**src/verilog/memCtrlPkg.sv**
```systemverilog
package memCtrlPkg;

    // bytes in one memory word
    localparam int wordBytes = 4;

    // access length of a data request
    typedef enum logic [1:0] {
        lenByte = 2'd0,
        lenHalf = 2'd1,
        lenWord = 2'd2
    } memLen_e;

    typedef enum logic {
        opLoad  = 1'b0,
        opStore = 1'b1
    } memOp_e;

    // one word, seen whole or as little endian bytes
    // byte 0 is the least significant lane
    typedef union packed {
        logic [31:0]                word;
        logic [wordBytes-1:0][7:0]  bytes;
    } memWord_u;

    // single byte access toward the RAM
    // addr is cut down to the RAM width at the top
    typedef struct packed {
        logic [31:0] addr;
        logic [7:0]  wdata;
        logic        write;
    } memPort_t;

    // data client request, held stable until done
    typedef struct packed {
        memOp_e      op;
        memLen_e     len;
        logic [31:0] addr;
        logic [31:0] wdata;
    } dataReq_t;

endpackage
```
**src/verilog/dataSequencer.sv**
```systemverilog
`timescale 1ns/10ps

module dataSequencer
    import memCtrlPkg::*;
(
    input  logic        clk,
    input  logic        rst,
    input  logic        dataEn,
    input  dataReq_t    dataReq,
    input  logic        dataGo,
    input  logic [7:0]  ramRdata,
    output memPort_t    dataPort,
    output logic        dataBusy,
    output logic        dataDone,
    output logic [31:0] dataRdata
);

    logic [2:0] step;
    logic [2:0] nBytes;
    logic [1:0] storeLane;
    logic [1:0] loadLane;
    logic       isStore;
    logic       isLast;
    logic       active;
    logic       advance;
    memWord_u   reqWord;
    memWord_u   acc;

    always_comb begin
        case (dataReq.len)
            lenByte: nBytes = 3'd1;
            lenHalf: nBytes = 3'd2;
            default: nBytes = 3'd4;
        endcase
    end

    assign isStore = (dataReq.op == opStore);

    // no new transfer starts in the done cycle
    assign active  = dataBusy | (dataEn & ~dataDone);
    assign advance = dataGo & active;

    // store ends on its last write, load one step after its last address
    assign isLast = isStore ? (step == nBytes - 3'd1) : (step == nBytes);

    assign storeLane = step[1:0];
    assign loadLane  = 2'(step - 3'd1);

    assign reqWord.word = dataReq.wdata;

    always_comb begin
        dataPort.addr  = dataReq.addr + 32'(step);
        dataPort.wdata = reqWord.bytes[storeLane];
        dataPort.write = isStore & active;
    end

    always_ff @(posedge clk) begin
        if (rst) begin
            step     <= 3'd0;
            dataBusy <= 1'b0;
            dataDone <= 1'b0;
        end else begin
            dataDone <= 1'b0;
            if (advance) begin
                if (isLast) begin
                    step     <= 3'd0;
                    dataBusy <= 1'b0;
                    dataDone <= 1'b1;
                end else begin
                    step     <= step + 3'd1;
                    dataBusy <= 1'b1;
                end
            end
        end
    end

    // cleared at start so short loads come out zero extended
    always_ff @(posedge clk) begin
        if (advance && !isStore) begin
            if (step == 3'd0) begin
                acc.word <= 32'h0;
            end else begin
                acc.bytes[loadLane] <= ramRdata;
            end
        end
    end

    assign dataRdata = acc.word;

    assert property (@(posedge clk) disable iff (rst)
        dataEn |-> dataReq.len inside {lenByte, lenHalf, lenWord})
        else $error("illegal data length %0d", dataReq.len);

endmodule

```
**src/verilog/fetchSequencer.sv**
```systemverilog
`timescale 1ns/10ps

module fetchSequencer
    import memCtrlPkg::*;
(
    input  logic        clk,
    input  logic        rst,
    input  logic        fetchEn,
    input  logic [31:0] fetchAddr,
    input  logic        fetchGo,
    input  logic [7:0]  ramRdata,
    output memPort_t    fetchPort,
    output logic        fetchBusy,
    output logic        fetchDone,
    output logic [31:0] fetchInst
);

    localparam logic [2:0] lastStep = 3'(wordBytes);

    logic [2:0] step;
    logic [1:0] lane;
    logic       advance;
    memWord_u   acc;

    // a go in the done cycle belongs to the finished fetch, ignore it
    assign advance = fetchGo & fetchEn & (fetchBusy | ~fetchDone);

    // byte coming back now was addressed one step earlier
    assign lane = 2'(step - 3'd1);

    always_comb begin
        fetchPort.addr  = fetchAddr + 32'(step);
        fetchPort.wdata = 8'h00;
        fetchPort.write = 1'b0;
    end

    always_ff @(posedge clk) begin
        if (rst) begin
            step      <= 3'd0;
            fetchBusy <= 1'b0;
            fetchDone <= 1'b0;
        end else begin
            fetchDone <= 1'b0;
            if (advance) begin
                if (step == lastStep) begin
                    step      <= 3'd0;
                    fetchBusy <= 1'b0;
                    fetchDone <= 1'b1;
                end else begin
                    step      <= step + 3'd1;
                    fetchBusy <= 1'b1;
                end
            end
        end
    end

    // all four lanes get written, so no clear at start
    always_ff @(posedge clk) begin
        if (advance && step != 3'd0) begin
            acc.bytes[lane] <= ramRdata;
        end
    end

    assign fetchInst = acc.word;

    // one pulse per fetch, the next needs at least four steps
    assert property (@(posedge clk) disable iff (rst) fetchDone |=> !fetchDone)
        else $error("fetchDone high two cycles in a row");

endmodule

```
**src/verilog/memArbiter.sv**
```systemverilog
`timescale 1ns/10ps

module memArbiter
    import memCtrlPkg::*;
(
    input  logic     clk,
    input  logic     rst,
    input  logic     fetchEn,
    input  logic     dataEn,
    input  logic     fetchBusy,
    input  logic     dataBusy,
    input  logic     rdy,
    input  logic     ioBufferFull,
    input  memPort_t fetchPort,
    input  memPort_t dataPort,
    output memPort_t ramPort,
    output logic     fetchGo,
    output logic     dataGo,
    output logic     fetchStall,
    output logic     dataStall
);

    logic     frozen;
    logic     dataSel;
    logic     dataOwnerQ;
    logic     fetchWant;
    logic     dataWant;
    memPort_t muxPort;
    memPort_t heldPort;

    assign frozen = ~rdy | ioBufferFull;

    assign fetchWant = fetchEn | fetchBusy;
    assign dataWant  = dataEn | dataBusy;

    // owner holds while a transfer runs, data wins a fresh start
    always_comb begin
        if (fetchBusy || dataBusy) begin
            dataSel = dataOwnerQ;
        end else if (dataEn) begin
            dataSel = 1'b1;
        end else if (fetchEn) begin
            dataSel = 1'b0;
        end else begin
            dataSel = dataOwnerQ;
        end
    end

    always_ff @(posedge clk) begin
        if (rst) begin
            dataOwnerQ <= 1'b0;
        end else begin
            dataOwnerQ <= dataSel;
        end
    end

    assign fetchGo = ~frozen & ~dataSel & fetchWant;
    assign dataGo  = ~frozen & dataSel & dataWant;

    assign muxPort = dataSel ? dataPort : fetchPort;

    // replay the last live port as a read while frozen
    always_ff @(posedge clk) begin
        if (!frozen) begin
            heldPort <= muxPort;
        end
    end

    always_comb begin
        if (frozen) begin
            ramPort.addr  = heldPort.addr;
            ramPort.wdata = heldPort.wdata;
            ramPort.write = 1'b0;
        end else begin
            ramPort = muxPort;
        end
    end

    assign fetchStall = fetchBusy | (dataSel & dataWant);
    assign dataStall  = dataBusy | (~dataSel & fetchWant);

    assert property (@(posedge clk) disable iff (rst) !(fetchGo && dataGo))
        else $error("both sequencers advanced in one cycle");

    // busy comes from the sequencers, owner from here
    assert property (@(posedge clk) disable iff (rst)
        !(dataBusy && !dataOwnerQ) && !(fetchBusy && dataOwnerQ))
        else $error("grant moved while owner busy");

endmodule

```
**src/verilog/memCtrl.sv**
```systemverilog
`timescale 1ns/10ps

module memCtrl
    import memCtrlPkg::*;
#(
    parameter int addrWidth = 17
) (
    input  logic                 clk,
    input  logic                 rst,
    input  logic                 rdy,
    input  logic                 ioBufferFull,

    // instruction fetch client
    input  logic                 fetchEn,
    input  logic [31:0]          fetchAddr,
    output logic                 fetchDone,
    output logic [31:0]          fetchInst,
    output logic                 fetchStall,

    // data client
    input  logic                 dataEn,
    input  dataReq_t             dataReq,
    output logic                 dataDone,
    output logic [31:0]          dataRdata,
    output logic                 dataStall,

    // byte RAM, read data one cycle after address
    output logic [addrWidth-1:0] ramAddr,
    output logic [7:0]           ramWdata,
    output logic                 ramWrite,
    input  logic [7:0]           ramRdata
);

    memPort_t fetchPort;
    memPort_t dataPort;
    memPort_t ramPort;
    logic     fetchGo;
    logic     dataGo;
    logic     fetchBusy;
    logic     dataBusy;

    fetchSequencer i_fetchSequencer (
        .clk       (clk),
        .rst       (rst),
        .fetchEn   (fetchEn),
        .fetchAddr (fetchAddr),
        .fetchGo   (fetchGo),
        .ramRdata  (ramRdata),
        .fetchPort (fetchPort),
        .fetchBusy (fetchBusy),
        .fetchDone (fetchDone),
        .fetchInst (fetchInst)
    );

    dataSequencer i_dataSequencer (
        .clk       (clk),
        .rst       (rst),
        .dataEn    (dataEn),
        .dataReq   (dataReq),
        .dataGo    (dataGo),
        .ramRdata  (ramRdata),
        .dataPort  (dataPort),
        .dataBusy  (dataBusy),
        .dataDone  (dataDone),
        .dataRdata (dataRdata)
    );

    memArbiter i_memArbiter (
        .clk          (clk),
        .rst          (rst),
        .fetchEn      (fetchEn),
        .dataEn       (dataEn),
        .fetchBusy    (fetchBusy),
        .dataBusy     (dataBusy),
        .rdy          (rdy),
        .ioBufferFull (ioBufferFull),
        .fetchPort    (fetchPort),
        .dataPort     (dataPort),
        .ramPort      (ramPort),
        .fetchGo      (fetchGo),
        .dataGo       (dataGo),
        .fetchStall   (fetchStall),
        .dataStall    (dataStall)
    );

    assign ramAddr  = ramPort.addr[addrWidth-1:0];
    assign ramWdata = ramPort.wdata;
    assign ramWrite = ramPort.write;

endmodule

```
**config.mk**
```make
export PLATFORM = sky130hd
export DESIGN_NAME = memCtrl
export DESIGN_NICKNAME = d
export VERILOG_FILES = /design/src/verilog/memCtrlPkg.sv /design/src/verilog/dataSequencer.sv /design/src/verilog/fetchSequencer.sv /design/src/verilog/memArbiter.sv /design/src/verilog/memCtrl.sv
export SDC_FILE = /design/constraint.sdc
export NUM_CORES = 1
export LEC_CHECK = 0
export CAP_MARGIN = 20
export CELL_PAD_IN_SITES_DETAIL_PLACEMENT = 0
export CELL_PAD_IN_SITES_GLOBAL_PLACEMENT = 1
export CORE_MARGIN = 3
export CORE_UTILIZATION = 45
export DETAILED_ROUTE_END_ITERATION = 6
export DONT_BUFFER_PORTS = 1
export PLACE_DENSITY = 0.78
export RECOVER_POWER = 100
export SLEW_MARGIN = 25
export SYNTH_ARGS = -nofsm -noshare
export SYNTH_HDL_FRONTEND = slang
export SYNTH_SLANG_ARGS = --single-unit
export TNS_END_PERCENT = 30
```
**constraint.sdc**
```tcl
create_clock -name clk -period 7.23 [get_ports clk]
set_clock_uncertainty 0.15 [all_clocks]
set_input_delay 2.169 -clock clk [delete_from_list [all_inputs] [get_ports clk]]
set_output_delay 2.169 -clock clk [all_outputs]
set_load 0.1 [all_outputs]
```
# Word level (Yosys, flattened, before mapping)
# Cells that the tools add are included.
# word_totals
ff_bits	100
in_bits	113
out_inout_bits	94
wordCells	84
# classes
addsub	7
n_lt_le_gt_ge	5
eq_ne	4
mux	21
bitwise	25
n_reduce_logical	11
# ops
operator	n
bitwise mux 32 bit	2
2-to-1 mux 26 bit	2
adder 17 x 3 -> 17 bit	2
demux 8 bit (select 2 bit)	2
2-to-1 mux 8 bit	3
binary-select mux 8 bit (select 2 bit)	1
AND 1 bit	11
less-than comparator 2 x 3 -> 1 bit, second input constant	3
2-to-1 mux 1 bit	8
inverter 1 bit	7
bitwise OR 1 bit	7
adder 3 x 1 -> 3 bit, second input constant	2
== test 3 bit	2
2-to-1 mux 3 bit	2
case mux 3 bit (2 select lines)	1
>= comparator 2 x 1 -> 1 bit, second input constant	2
logical AND 1 bit	4
OR reduction 2 bit	2
subtractor 2 x 1 -> 2 bit, second input constant	2
== test 3 bit, second input constant	1
zero test 3 bit	1
nonzero test 3 bit	1
subtractor 3 x 1 -> 3 bit, second input constant	1
== test 2 x 1 -> 1 bit, second input constant	1
3 further kinds	3

# Depth between registers and ports, before layout
# Gate-level depths: netlist of the first run.
# depth
depth_word	10
depth_mapped	7
ltp_nobuf	7

# By module
# From an unflattened synthesis of the first run, not the netlist that was laid out.
# hier_totals
hier_cells	764
area_unflattened_um2	7865.0
# modules_own_cells
mod	n_inst	cells_per_inst	area_per_inst_um2	seq_area_each_um2
memArbiter	1	336	3108.0	1221.2
dataSequencer	1	252	2715.1	1061.0
fetchSequencer	1	176	2042.0	1061.0

# Worst setup path after synthesis of the first run
# Ideal clock, no wire load.
# synth_timing
kind	input -> output
startpoint	in fetchAddr[0]
endpoint	out ramAddr[12]
t_arrival_ns	5.579
required_ns	4.911
path_slack_ns	-0.668
cell_stages	7
path_buffers	0
cell_sequence	ha_1 > fa_1 > a21oi_1 > nor4_1 > xor2_1 > mux2i_1 > o21ai_0
# synth_between
elab_chain_cells	3
# synth_rtl
item	line	text
from (decl)	memCtrl.sv:15	input logic [31:0] fetchAddr,
adder 17 x 3 -> 17 bit	fetchSequencer.sv:32	fetchPort.addr = fetchAddr + 32'(step);
2-to-1 mux 26 bit	memArbiter.sv:60	assign muxPort = dataSel ? dataPort : fetchPort;
2-to-1 mux 26 bit	memArbiter.sv:70	if (frozen) begin
to (decl)	memCtrl.sv:28	output logic [addrWidth-1:0] ramAddr,
# Every way passes these cells.

==> metrics.md, run 1 <==
| Metric | Value |
|---|---|
| Hold buffer count at CTS | 0 |
| RSZ-0062 raised after global routing | false |
| Share of layout cells above drive strength 1 | 12.12% |
| P per Cell Area | 234.6 mW/mm2 |
| Net switching power figure | 434.1 uW |
| Worst hold path type | reg -> reg |
| Fin nets | 590 |
| MaxCap Viol Count | 1 |
| DR WL/cell | 20.29 um |
| Crit-path slowest cell | mux2_1 |
| Main flop type after synthesis | edfxtp_1 |
| Site row count | 39 |
| Fin crit period | between 6000 and 7000 ps |
| Failing checks | capacitance limit, slew limit |
| Share of the synthesized area in the top cell type | 49.05% |
| Die X | 116.0 um |
| CP bufs+invs | 0 |
| H-tree depth | 3 |
| Initial antenna violation count | 0 |
| Min-delay src | i_fetchSequencer.step[2] |
| Share of total power in the clock network | 36.9% |
| Logic pwr share | 16.0% |
| Port buffer count | 0 |
| Final hold vios | 0 |
| Seq pwr share | 47.1% |
| Synthesized cell area | 0.005449 mm2 |
| Synthesized area per cell | 12.24 um2 |
| CTS resizes | 0 |
| Fin crit share | a little over nine tenths |
| CTS max path bufs | 2 |
| Via density | 5.699 |
| Total GRT Usage | between 10% and 20% |
| Yosys warns | 0 |
| Diodes inserted | 0 |
| Sequential fraction of the synthesis area | 53.09% |
| Via count | 3448 |
| Final cell count without fillers | 605 |
| Slew HR | -15.78% |
| Total Die Area | between 0.01 and 0.015 mm2 |
| Met2 global-route usage | 29.50% |
| Core footprint | 0.01161 mm2 |
| Clock transition at path regs | 80 ps |
| Post-DRT Antenna Nets | 0 |
| Levels on crit path | 7 |
| Clock latency at the later pin of the worst-skew pair | between 300 and 400 ps |
| Max incr delay on CP | 770 ps |
| Endpoints failing setup | 0 |
| Sw frac | between 30% and 40% |
| R2r startpoint | i_dataSequencer.dataBusy |
| I/O pin count | 207 |
| Slew @ Worst Pin | about 1700 ps |
| Slew Limit Fails | 33 |
| Placed Cells | 589 |
| Crit Path Max Fanout | 7 |
| Placer Congestion | 0.8615 |
| Area contributors post-synth | edfxtp_1, mux2i_1, ha_1 |
| Cell variety after synth | 50 |
| Drt initial violations | 220 |
| Syn Nets | 578 |
| Most frequent cells in the layout | edfxtp_1, nor2_1, mux2i_1 |
| Worst EP arrival | about 4600 ps |
| Cell family with most CP delay | multiplexers |
| DR pass1 iterations | 4 |
| Largest net degree at the start of global routing | 35 |
| Number of synthesized flops with an enable pin | between 80 and 90 |
| # clock sinks | 100 |
| First-pass GRT wire length | 19.18 mm |
| GRT overflow | 0 |
| Cells after Synth | between 400 and 500 |
| CTS tree | done |
| Final core occ | 52.00% |
| HPWL after DPL | 9.102 mm |
| Starting density of the core | 46.92% |
| Met1 Use GR | 25.54% |
| Startpoint types | input pin |
| VDD IR-drop max | 0.1241 mV |
| Grt peak-use layer | met2 |
| Critical path required time | 4910 ps |
| FFs w/ async S/R, synth | 0% |
| DIE HEIGHT | 116.0 um |
| #FFs+latches synth | 100 |
| Reg2reg path depth | 5 |
| Area growth, synth to finish | 10.84% |
| Max Clk Rate | approximately 150 MHz |
| Setup bufs post-CTS | 0 |
| Cell taking the most area after synthesis | edfxtp_1 |
| Kind of end point of the critical path | primary output |
| Vias in the first global route | 3461 |
| Leakage power | approximately 0.0021 uW |
| Outcome | finished, violations left |
| Worst hold stages | 2 |
| Reg-to-Reg End | i_dataSequencer.dataRdata[19] |
| Most common cell after layout, fill and taps aside | edfxtp_1 |
| Pint | between 900 and 1000 uW |
| Hold EP | i_fetchSequencer.step[2] |
| Total CTS buffers | 9 |
| Critical path class | in -> out |
| M3 GR Usage | 3.760% |
| Root Driver | clkbuf_16 |
| FF-to-FF setup slack | slightly below 4000 ps |
| DRC | 0 |
| Worst path cell trace | ha_1, fa_1, a21oi_1, nor3b_1, xnor2_1, mux2i_1, mux2_1 |
| WL final | 12.27 mm |
## power by group through the flow
stage,combinational (uW),sequential (uW),clock [uW]
finish,227,667,523
global route,242,669,554
CTS,240,667,534
detailed placement,239,680,0
global placement,236,680,0
floorplan,199,677,0
## state kept, by name, summed over array words and instances, names as in the netlist
register                    cells
i_dataSequencer.step            3
i_dataSequencer.dataBusy        1
i_memArbiter.dataOwnerQ         1
i_fetchSequencer.fetchInst     32
i_fetchSequencer.fetchDone      1
i_dataSequencer.dataRdata      32
i_memArbiter.heldPort          25
i_fetchSequencer.step           3
i_dataSequencer.dataDone        1
i_fetchSequencer.fetchBusy      1
## layer usage
metal | vias to the layer above | routed length (um) | share of wire [%]
li1 | 1667 | - | -
met1 | 1665 | 5558 | 45
met2 | 106 | 5983 | 49
met3 | 10 | 563 | 4.6
met4 | 0 | 168 | 1.4
met5 | - | 0 | 0
## cell families after synthesis
kind of cell	Yosys count	synth area share [%]
compound gates	43	5.718
xor+xnor	31	5.235
fa+ha+maj	20	4.868
buf+inv	32	2.595
flops	100	53.09
mux	68	14.72
simple gates	151	13.78
## final cells by class
cell class	count	area (um2)
Fill cell	1014	5574
Inverter	13	48.80
Timing Repair Buffer	20	155.1
Clock inverter	7	102.6
Tap cell	143	178.9
Multi-Input combinational cell	313	2436
Sequential cell	100	2893
Clock buffer	9	225.2
## Yosys cell counts, drive strengths merged, types with 2 or more instances
library cell / number
o21a: 2
buf: 8
o21bai: 2
nor3: 14
a21oi: 14
nor3b: 2
edfxtp: 89
nand2: 30
mux2i: 43
nand4: 5
xnor2: 14
o21ai: 7
nand3b: 2
dfxtp: 11
nor2: 48
and2: 12
ha: 18
nor4: 9
inv: 13
mux4: 8
nor4b: 3
fa: 2
nand2b: 3
a211oi: 2
clkbuf: 11
nand3: 13
xor2: 16
nor2b: 5
o211ai: 5
a21o: 3
and3: 2
mux2: 17
## metrics by stage
| stage | area, um2 | setup TNS, ps | hold slack (ps) | power [uW] | worst slack, ps |
|---|---|---|---|---|---|
| 4_1_cts | 6128 | 0 | 372.4 | 1442 | 563.3 |
| 3_3_place_gp | 5796 | 0 | 351.5 | 915.8 | 624.5 |
| 3_5_place_dp | 5801 | 0 | 359.6 | 919.7 | 569.4 |
| 6_report | 6040 | 0 | 373.1 | 1417 | 344.9 |
| 5_1_grt | 6040 | 0 | 399.4 | 1465 | 204.5 |
| 2_1_floorplan | 5454 | -2062 | 329.2 | 876.4 | -538.9 |
## worst max path at each step
stage	from	endpoint	slack, ps
finish	fetchAddr[0]	ramAddr[6]	340
global route	fetchAddr[0]	ramAddr[6]	200
floorplan	dataReq[34]	ramAddr[11]	-540
detailed placement	fetchAddr[0]	ramAddr[6]	570
CTS	fetchAddr[0]	ramAddr[6]	560
global placement	fetchAddr[0]	ramAddr[10]	620
## worst reg2reg max path, delay by kind of cell (launching register included)
| kind | cells | cell delay (ps) |
|---|---|---|
| flops | 1 | 470 |
| simple gates | 3 | 880 |
| buf+inv | 1 | 1250 |
| compound gates | 1 | 160 |
No activity file was read; power rests on OpenSTA's default activity.
==> run 2, diff against run 1 <==
--- a/config.mk
+++ b/config.mk
@@ -9,10 +9,10 @@
 export CELL_PAD_IN_SITES_DETAIL_PLACEMENT = 0
 export CELL_PAD_IN_SITES_GLOBAL_PLACEMENT = 1
 export CORE_MARGIN = 3
-export CORE_UTILIZATION = 45
+export CORE_UTILIZATION = 44
 export DETAILED_ROUTE_END_ITERATION = 6
 export DONT_BUFFER_PORTS = 1
-export PLACE_DENSITY = 0.78
+export PLACE_DENSITY = 0.8
 export RECOVER_POWER = 100
 export SLEW_MARGIN = 25
 export SYNTH_ARGS = -nofsm -noshare
==> constraint.sdc (replaced) <==
create_clock -name clk -period 5.7 [get_ports clk]
set_clock_uncertainty 0.15 [all_clocks]
set_input_delay 1.71 -clock clk [delete_from_list [all_inputs] [get_ports clk]]
set_output_delay 1.71 -clock clk [all_outputs]
set_load 0.1 [all_outputs]
==> run 2 against run 1 <==
The run still ends with capacitance limit, slew limit left. Register-to-register slack worse by 1500 ps. Via count up 2.0%. Die area up 2.2%. Total power up 28%. Clock power up 20%. Non-clock buffer count up 15. Worst hold slack worse by 2.6 ps. Critical path depth unchanged. Routed wire length down 0.36%. Largest power group unchanged. Sequential share of layout area down 2.7 points. Combinational power up 48%.
==> metrics.md, run 2 (same netlist as run 1, synthesis figures left out) <==
| Metric | Value |
|---|---|
| Outcome | finished, violations left |
| Failing checks | capacitance limit, slew limit |
| P per Cell Area | 282.8 mW/mm2 (+21%) |
| Kind of end point of the critical path | primary output |
| Drt initial violations | 185 (-16%) |
| Hold_ws | 370.6 ps (-2.569 ps) |
| Leakage power | 0.002297 uW (+7.0%) |
| Post-DP Area | 0.006221 mm2 (+7.2%) |
| Worst path cell trace | ha_1, o211ai_1, nor4b_1, xor2_1, nor2_1, o31ai_4, clkbuf_4 |
| Setup bufs post-CTS | 0 (unchanged) |
| Met2 global-route usage | 26.47% (-3.0 points) |
| Via density | 5.453 (-4.3%) |
| RSZ-0062 raised after global routing | false |
| First-pass GRT wire length | 18.33 mm (-4.5%) |
| Post-DRT Antenna Nets | 0 (unchanged) |
| Fin crit period | 5535 ps |
| Pre-CTS setup slack | 189.7 ps (-379.6 ps) |
| DIE HEIGHT | 117.3 um (+1.1%) |
| Root Driver | clkbuf_16 |
| DR pass1 iterations | 5 (+1) |
| Most common cell after layout, fill and taps aside | edfxtp_1 |
| VDD IR-drop max | 0.1321 mV (+6.5%) |
| Max incr delay on CP | 420 ps (-350 ps) |
| Grt peak-use layer | met2 |
| CTS max path bufs | 2 (unchanged) |
| R2r startpoint | i_dataSequencer.dataBusy |
| Placer Congestion | 0.8499 (-1.3%) |
| Site row count | 40 (+2.6%) |
| Min-delay src | i_fetchSequencer.step[2] |
| I/O pin count | 207 (unchanged) |
| Largest net degree at the start of global routing | 33 (-5.7%) |
| # clock sinks | 100 (unchanged) |
| Reg-to-Reg End | i_dataSequencer.dataRdata[28] |
| Hold buffer count at CTS | 0 (unchanged) |
| Max Clk Rate | 180.7 MHz |
| MaxCap Viol Count | 1 (unchanged) |
| Hold EP | i_fetchSequencer.step[2] |
| Via count | 3517 (+2.0%) |
| Worst EP arrival | 3670 ps (-900 ps) |
| Core footprint | 0.01206 mm2 (+3.9%) |
| Endpoints failing setup | 0 (unchanged) |
| Die X | 117.3 um (+1.1%) |
| Slew Limit Fails | 33 (unchanged) |
| Starting density of the core | 45.18% (-1.7 points) |
| Clock latency at the later pin of the worst-skew pair | 340 ps (about the same) |
| Fin nets | 605 (+2.5%) |
| Critical path class | in -> out |
| DR WL/cell | 18.96 um (-6.5%) |
| GRT overflow | 0 (unchanged) |
| Clock transition at path regs | 70 ps (about the same) |
| Port buffer count | 0 (unchanged) |
| Slew HR | -14.20% (+1.6 points) |
| HPWL after DPL | 9.308 mm (+2.3%) |
| Met1 Use GR | 23.72% (-1.8 points) |
| CTS tree | done |
| Reg2reg path depth | 5 (unchanged) |
| Total CTS buffers | 9 (unchanged) |
| Final Worst Setup Slack | 165.2 ps (-179.7 ps) |
| FF-to-FF setup slack | 2380 ps (-1510 ps) |
| CTS resizes | 0 (unchanged) |
| H-tree depth | 3 (unchanged) |
| M3 GR Usage | 4.781% (+1.0 points) |
| Diodes inserted | 0 (unchanged) |
| Area growth, synth to finish | 17.50% |
| Worst hold path type | reg -> reg |
| Design area | 0.006402 mm2 (+6.0%) |
| Slew @ Worst Pin | 1713 ps (-23.60 ps) |
| Worst hold stages | 2 (unchanged) |
| Vias in the first global route | 3404 (-1.6%) |
| Critical path required time | 3840 ps (-1070 ps) |
| Total GRT Usage | 17.41% (-1.1 points) |
| Crit-path slowest cell | nor4b_1 |
| Fin Setup TNS | 0 ps (unchanged) |
| Fin crit share | 97.10% |
| Final hold vios | 0 (unchanged) |
| DRC | 0 (unchanged) |
| Total Die Area | 0.01376 mm2 (+2.2%) |
| Startpoint types | input pin |
| Initial antenna violation count | 0 (unchanged) |
| Share of layout cells above drive strength 1 | 14.68% (+2.6 points) |
| Most frequent cells in the layout | edfxtp_1, nor2_1, mux2i_1 |
| Crit Path Max Fanout | 5 (-2) |
| WL final | 12.23 mm (-0.36%) |
==> run 2: area by class of cell <==
type / count / area [um2]
clock buffer: 9 / 225.2
clock inverter: 7 / 82.58
fill: 1053 / 5659
inverter: 13 / 48.80
multi-input combinational: 313 / 2441
sequential: 100 / 2893
tap: 168 / 210.2
timing repair buffer: 35 / 501.7
==> run 2: worst max path at each step <==
stage,startpoint,endpoint,slack [ps]
after floorplan,dataReq[34],ramAddr[15],-390
after global placement,dataReq[34],ramAddr[13],250
after detailed placement,dataReq[34],ramAddr[13],190
after CTS,dataReq[34],ramAddr[13],180
after global routing,dataReq[34],ramAddr[13],40
final,dataReq[34],ramAddr[9],170
==> run 2: power breakdown <==
| part | internal, uW | switching (uW) |
|---|---|---|
| combinational | 113 | 224 |
| clock | 348 | 282 |
| sequential | 816 | 28.0 |
==> run 2: critical path: cells and delay by family <==
family | cells | cell delay (ps)
xor gates and xnor gates | 1 | 260
AOI/OAI and AO/OA | 2 | 450
adders and majority gates | 1 | 360
buffers and inverters | 1 | 360
and+or+nand+nor | 2 | 540
==> run 2: routing by layer <==
layer | vias up | part of all wire [%]
li1 | 1688 | -
met1 | 1654 | 42
met2 | 151 | 48
met3 | 24 | 7.5
met4 | 0 | 2.4
met5 | - | 0
==> run 2: through the flow <==
stage                     power, uW  utilization (%)  cells
final                          1811            53.08    645
after global routing           1873            53.08    645
after CTS                      1849            54.13    645
after detailed placement       1219            51.58    629
after global placement         1215            51.54    629
after floorplan                1115                -    445
